**config.mk**
```make
export PLATFORM = sky130hd
export DESIGN_NAME = miss_entry_flat
export DESIGN_NICKNAME = d
export VERILOG_FILES = /design/src/hdl/dcache_pkg.sv /design/src/hdl/miss_if.sv /design/src/hdl/miss_entry.sv /design/src/flat_wrapper.sv
export SDC_FILE = /design/constraint.sdc
export NUM_CORES = 1
export LEC_CHECK = 0
export ABC_AREA = 1
export BUFFER_PORTS_ARGS = -buffer_cell sky130_fd_sc_hd__buf_2
export CAP_MARGIN = 25
export CORE_MARGIN = 2
export CORE_UTILIZATION = 38
export CTS_BUF_LIST = sky130_fd_sc_hd__clkbuf_8 sky130_fd_sc_hd__clkbuf_16
export DETAILED_ROUTE_END_ITERATION = 10
export MAX_ROUTING_LAYER = met4
export PLACE_DENSITY = 0.74
export REMOVE_ABC_BUFFERS = 1
export SYNTH_ARGS = -nofsm -noshare
export SYNTH_HDL_FRONTEND = slang
export SYNTH_SLANG_ARGS = --single-unit
```
**constraint.sdc**
```tcl
create_clock -name clk -period 1.1 [get_ports clk]
set_clock_uncertainty 0.05 [all_clocks]
set_input_delay 0.165 -clock clk [delete_from_list [all_inputs] [get_ports clk]]
set_output_delay 0.165 -clock clk [all_outputs]
set_load 0.01 [all_outputs]
```
**src/hdl/dcache_pkg.sv**
```systemverilog
/*
 * shared widths, bus codes and the line view used by the data cache
 * every cache file imports this package
 */
package dcache_pkg;

    // address split for 64 lines of 8 bytes
    localparam int addr_bits   = 32;
    localparam int tag_bits    = 23;
    localparam int index_bits  = 6;
    localparam int offset_bits = 3;
    localparam int num_lines   = 64;

    // memory transaction tags, 0 means no transaction
    localparam int mem_tag_bits = 4;
    localparam int num_entries  = 15;

    // command on the processor and memory sides
    typedef enum logic [1:0] {
        bus_none  = 2'd0,
        bus_load  = 2'd1,
        bus_store = 2'd2
    } bus_cmd_t;

    // access width of a request
    typedef enum logic [1:0] {
        size_byte   = 2'd0,
        size_half   = 2'd1,
        size_word   = 2'd2,
        size_double = 2'd3
    } mem_size_t;

    // one cache line seen as bytes, halves or words
    typedef union packed {
        logic [7:0][7:0]  bytes;
        logic [3:0][15:0] halves;
        logic [1:0][31:0] words;
    } cache_line_u;

endpackage
```
**src/hdl/miss_if.sv**
```systemverilog
/*
 * contents of one outstanding miss
 * the entry owns the record, the controller probes it, the fill unit retires it
 */
`timescale 1ns/1ps

interface miss_if;
    import dcache_pkg::*;

    logic                 valid;      // record holds a live miss
    logic [addr_bits-1:0] addr;       // full request address
    mem_size_t            size;
    logic [63:0]          wdata;      // store data, unused for loads
    logic                 is_store;
    logic                 line_match; // probe address hits this record's line
    logic                 clear;      // fill unit retires the record

    modport ctrl (input valid, input line_match);

    modport entry (
        output valid,
        output addr,
        output size,
        output wdata,
        output is_store,
        output line_match,
        input  clear
    );

    modport fill (input valid, input addr, input size, input wdata, input is_store,
                  output clear);

endinterface

```
**src/hdl/miss_entry.sv**
```systemverilog
/*
 * one outstanding-miss record bound to a fixed memory tag
 * loads the captured request when the controller allocates its tag
 */
`timescale 1ns/1ps

module miss_entry #(
    parameter int entry_tag = 1
) (
    input  logic                              clk,
    input  logic                              reset,
    input  logic [dcache_pkg::mem_tag_bits-1:0] alloc_tag,
    input  logic [dcache_pkg::addr_bits-1:0]  req_addr,
    input  dcache_pkg::mem_size_t             req_size,
    input  logic [63:0]                       req_wdata,
    input  logic                              req_is_store,
    input  logic [dcache_pkg::addr_bits-1:0]  probe_addr,
    miss_if.entry                             port
);
    import dcache_pkg::*;

    logic alloc;

    assign alloc = (alloc_tag == mem_tag_bits'(entry_tag));

    // a new allocation wins over a clear of the previous owner
    always_ff @(posedge clk or posedge reset) begin
        if (reset) begin
            port.valid <= 1'b0;
        end else if (alloc) begin
            port.valid <= 1'b1;
        end else if (port.clear) begin
            port.valid <= 1'b0;
        end
    end

    always_ff @(posedge clk) begin
        if (alloc) begin
            port.addr     <= req_addr;
            port.size     <= req_size;
            port.wdata    <= req_wdata;
            port.is_store <= req_is_store;
        end
    end

    // same line, offset ignored
    assign port.line_match = port.valid &&
        (port.addr[addr_bits-1:offset_bits] == probe_addr[addr_bits-1:offset_bits]);

    // memory must not reissue a tag whose data has not come back
    a_no_realloc: assert property (@(posedge clk) disable iff (reset)
        alloc |-> !port.valid || port.clear);

endmodule

```
**src/flat_wrapper.sv**
```systemverilog
// flat-port wrapper written by rule: the top's interface ports become plain ports
module miss_entry_flat import dcache_pkg::*;
#(
    parameter int entry_tag = 1
)
  (clk, reset, alloc_tag, req_addr, req_size, req_wdata, req_is_store, probe_addr, port_valid, port_addr, port_size, port_wdata, port_is_store, port_line_match, port_clear);
  miss_if port_i ();
  input  logic clk;
  input  logic reset;
  input  logic [dcache_pkg::mem_tag_bits-1:0] alloc_tag;
  input  logic [dcache_pkg::addr_bits-1:0] req_addr;
  input  dcache_pkg::mem_size_t req_size;
  input  logic [63:0] req_wdata;
  input  logic req_is_store;
  input  logic [dcache_pkg::addr_bits-1:0] probe_addr;
  output wire logic [$bits(port_i.valid)-1:0] port_valid;
  output wire logic [$bits(port_i.addr)-1:0] port_addr;
  output wire logic [$bits(port_i.size)-1:0] port_size;
  output wire logic [$bits(port_i.wdata)-1:0] port_wdata;
  output wire logic [$bits(port_i.is_store)-1:0] port_is_store;
  output wire logic [$bits(port_i.line_match)-1:0] port_line_match;
  input wire logic [$bits(port_i.clear)-1:0] port_clear;
  assign port_valid = port_i.valid;
  assign port_addr = port_i.addr;
  assign port_size = port_i.size;
  assign port_wdata = port_i.wdata;
  assign port_is_store = port_i.is_store;
  assign port_line_match = port_i.line_match;
  assign port_i.clear = port_clear;
  miss_entry #(.entry_tag(entry_tag)) u_core (.clk(clk), .reset(reset), .alloc_tag(alloc_tag), .req_addr(req_addr), .req_size(req_size), .req_wdata(req_wdata), .req_is_store(req_is_store), .probe_addr(probe_addr), .port(port_i));
endmodule
```
==> summary by stage <==
Routing
The detail route stage leaves a number of antenna-violating nets equal to 0. In the routed layout, each cell is associated on average with a via count of 4.408. The first detailed-routing pass ran for 6 iterations. In this run, the number of DRC markers left after iteration 0 of detailed routing was 177. The per-cell routed wire length is 16.85 um. In the routed design, unresolved DRC markers number 0.

The total wirelength of the detailed-routed design is 12,720 um. The routed via count is 3,328.

Yosys
The number of distinct standard cells referenced by the synthesized netlist is 8. The warning count from the yosys run is 0. The register bit count reported by yosys is 100. The register area share after synthesis is 82.76%.

After technology mapping, the gate count stands at 262. The synthesized design devotes to its leading area cell type 82.07% of total area. After synthesis, the mean cell area works out to 13.83 um^2. The cell taking the most area after synthesis is edfxtp_1. Yosys attributes the largest share of cell area to edfxtp_1 82%, nand2_1 7.9%, inv_1 5.3%, nor2_1 2.6%, o21ai_0 1.1%. The combined area of all synthesized cells is 0.003622 mm^2.

Worst setup path
The worst register-to-register path ends at u_core.port.valid. The worst register-to-register path begins at u_core.port.valid. The worst reg-to-reg setup slack is 180 ps. The required time at the worst-slack endpoint is 880 ps. For the worst flop-to-flop path, the logic depth is 3. The signal on the critical path passes through nand2_1, o21ai_0, nor2_1, nand2_1, nor2_1, nand2_1, nor2_1, buf_2.

The worst setup path is of the register to output pin kind. Of all nets on the critical path, the largest fanout is 3. In this design, the stage delay of the slowest critical-path cell is 440 ps.

The data arrival at the endpoint of the critical path is 1520 ps. The critical path buffer and inverter count is 1. STA classifies the critical path endpoint as an output pin. The category of the worst setup path launch point is a register. On the critical path the largest part of the delay comes from simple AND/OR/NAND/NOR gates. The cell with the largest stage delay on the worst path is edfxtp_1.

Pwr
The cell area power density is 1195 mW/mm^2. The leakage component of the power is 2.977 nW. VDD sags by at most 1.059 mV.

Global routing
The total overflow reported by the global router is 0. In the global route stage, overall resource usage came out at 24.34%. The largest net degree at the start of global routing is 39. The number of antenna violations at the first check in global routing is 2. The number of global-route vias before repair is 3,558. The wire length of the first global-routing pass is 17,550 um.

Clock network
The number of clock sinks seen by CTS is 100. The source-to-sink clock delay at the later pin of the worst-skew pair is 360 ps. The tree is rooted in a clkbuf_8. The number of levels in the clock H-tree is 3. The number of buffers between clock root and the deepest sink is 2. After clock tree synthesis, the clock-pin slew on the worst setup and hold paths is 110 ps.

TritonCTS created 9 clock buffers. TritonCTS built the clock tree.

Placement
At the end of routability-driven placement, the weighted congestion stood at 0.8457. The half-perimeter wire length after placement is 7527 um. The count of input and output buffers is 235. At the placement stage, the worst setup path has a slack of -293.2 ps. The total placed instance area is 0.005055 mm^2.

Layout
The fill cell total of the finished layout is 613. The leading cell type in the layout, fill and taps excluded is buf_2. The net count reported at finish is 757. Compared with the post-synthesis result, the final layout area differs by 76.37%. The area taken by flip-flops and latches is 0.002998 mm^2. The library cells used most frequently in the layout, excluding fill and tap cells, are 220 x buf_2, 101 x dlygate4sd3_1, 99 x edfxtp_1. The share of cells above drive strength 1 is 42.63%. The area occupied by multi-input gates is 442.9 um^2. After routing the design area is 0.006389 mm^2.

Timing
The highest clock rate is 577.0 MHz. The post-layout minimum cycle time is 1733 ps. Of the available clock period, the critical path in the final layout requires 157.6%. The final max-slew violation count came to 0.

Setup total negative slack on the finished layout was measured at -4097 ps. The final-report hold violation count was 0. Setup violations remaining at the end of the flow were counted as 80.

The slew at the pin with the worst max-slew slack is 222.8 ps. Measured against its own limit, the worst slew margin works out to 84.99%. The worst setup margin is -633.2 ps. Setup repair after global routing could not meet its margin everywhere.

Floorplanning
The floorplan has 35 rows. The floorplan step defined a die boundary enclosing 0.01033 mm^2. The core box area is 0.009240 mm^2. Measured along the y axis, the die boundary spans 101.6 um. The number of ports placed on the die boundary is 239. The die is 101.6 um wide. The effective utilization at floorplan is 39.20%.

Outcome
The flow ran to the end, but the final reports show violations. The final reports fail on setup timing.

Worst hold path
The classification of the worst-slack hold path is input pin to async pin.

Run
The number of max-cap violations is 0.
final cells by class:
type / instances / area share [%]
flip-flops and latches: 100 / 46.93
repair buffers: 346 / 37.45
multi-input cells: 111 / 6.933
inverters: 51 / 3.036
well taps: 129 / 2.526
clock buffers: 9 / 1.939
clock inverters: 7 / 1.116
diodes: 2 / 0.07834
power by group:
part	internal, mW	leakage (nW)	switching (mW)
combinational	0.562	1.96	0.390
sequential	4.31	0.913	0.0529
clock	0.888	0.102	1.43
worst max path at each step:
stage	from	end	cells after the start
3_3_place_gp	u_core.port.addr[9]	port_line_match	8
2_1_floorplan	alloc_tag[0]	u_core.port.addr[0]	4
5_1_grt	u_core.port.addr[6]	port_line_match	8
6_report	u_core.port.addr[10]	port_line_match	8
3_5_place_dp	u_core.port.addr[9]	port_line_match	8
4_1_cts	u_core.port.addr[19]	port_line_match	8
synthesized netlist by cell type:
| cell type | number |
|---|---|
| or2_2 | 1 |
| inv_1 | 51 |
| dfrtp_1 | 1 |
| nand2_1 | 76 |
| nor2_1 | 25 |
| o211ai_1 | 1 |
| edfxtp_1 | 99 |
| o21ai_0 | 8 |
routing by layer:
layer	GRT usage, %	share of wire (%)	wire (um)	vias up
li1	-	-	-	1571
met1	24.28	34	4265	1565
met2	43.52	55	7043	168
met3	7.108	8.6	1096	24
met4	11.02	2.5	316	0
met5	-	0	0	-
flip-flops by register name (all words and copies together), names as in the netlist:
signal	flops
u_core.port.wdata	64
u_core.port.size	2
u_core.port.is_store	1
u_core.port.valid	1
u_core.port.addr	32
cells by family after synthesis:
family                 after synthesis  synth area share, %
buffers and inverters               51                5.285
AND/OR/NAND/NOR                    102                10.64
AO/OA/AOI/OAI                        9                1.313
flip-flops                         100                82.76
worst reg2reg max path: stages, from the launching register on:
cell and delay, ps:
dfrtp_1 400, buf_6 130, inv_1 40, o21ai_0 210
metrics by stage:
step                hold WS [ps]  power [mW]  utilization, %  cells
floorplan                 -156.3       4.640               -    262
global placement          -47.81       5.019           54.71    635
detailed placement        -42.56       5.043           54.71    635
CTS                        117.7       7.623           68.41    753
global route               113.3       7.919           69.14    755
finish                     122.0       7.633           69.14    755
timing repair:
| action | CTS | global route |
|---|---|---|
| endpoints found under the setup margin | 99 | 101 |
| resized for setup | 14 | 19 |
| hold buffers | 101 | 0 |
| endpoints found under the hold margin | 101 | 0 |
| pin swaps | 13 | 10 |
| setup buffers | 2 | 3 |
Note: power is estimated with default switching activity, not from simulation.
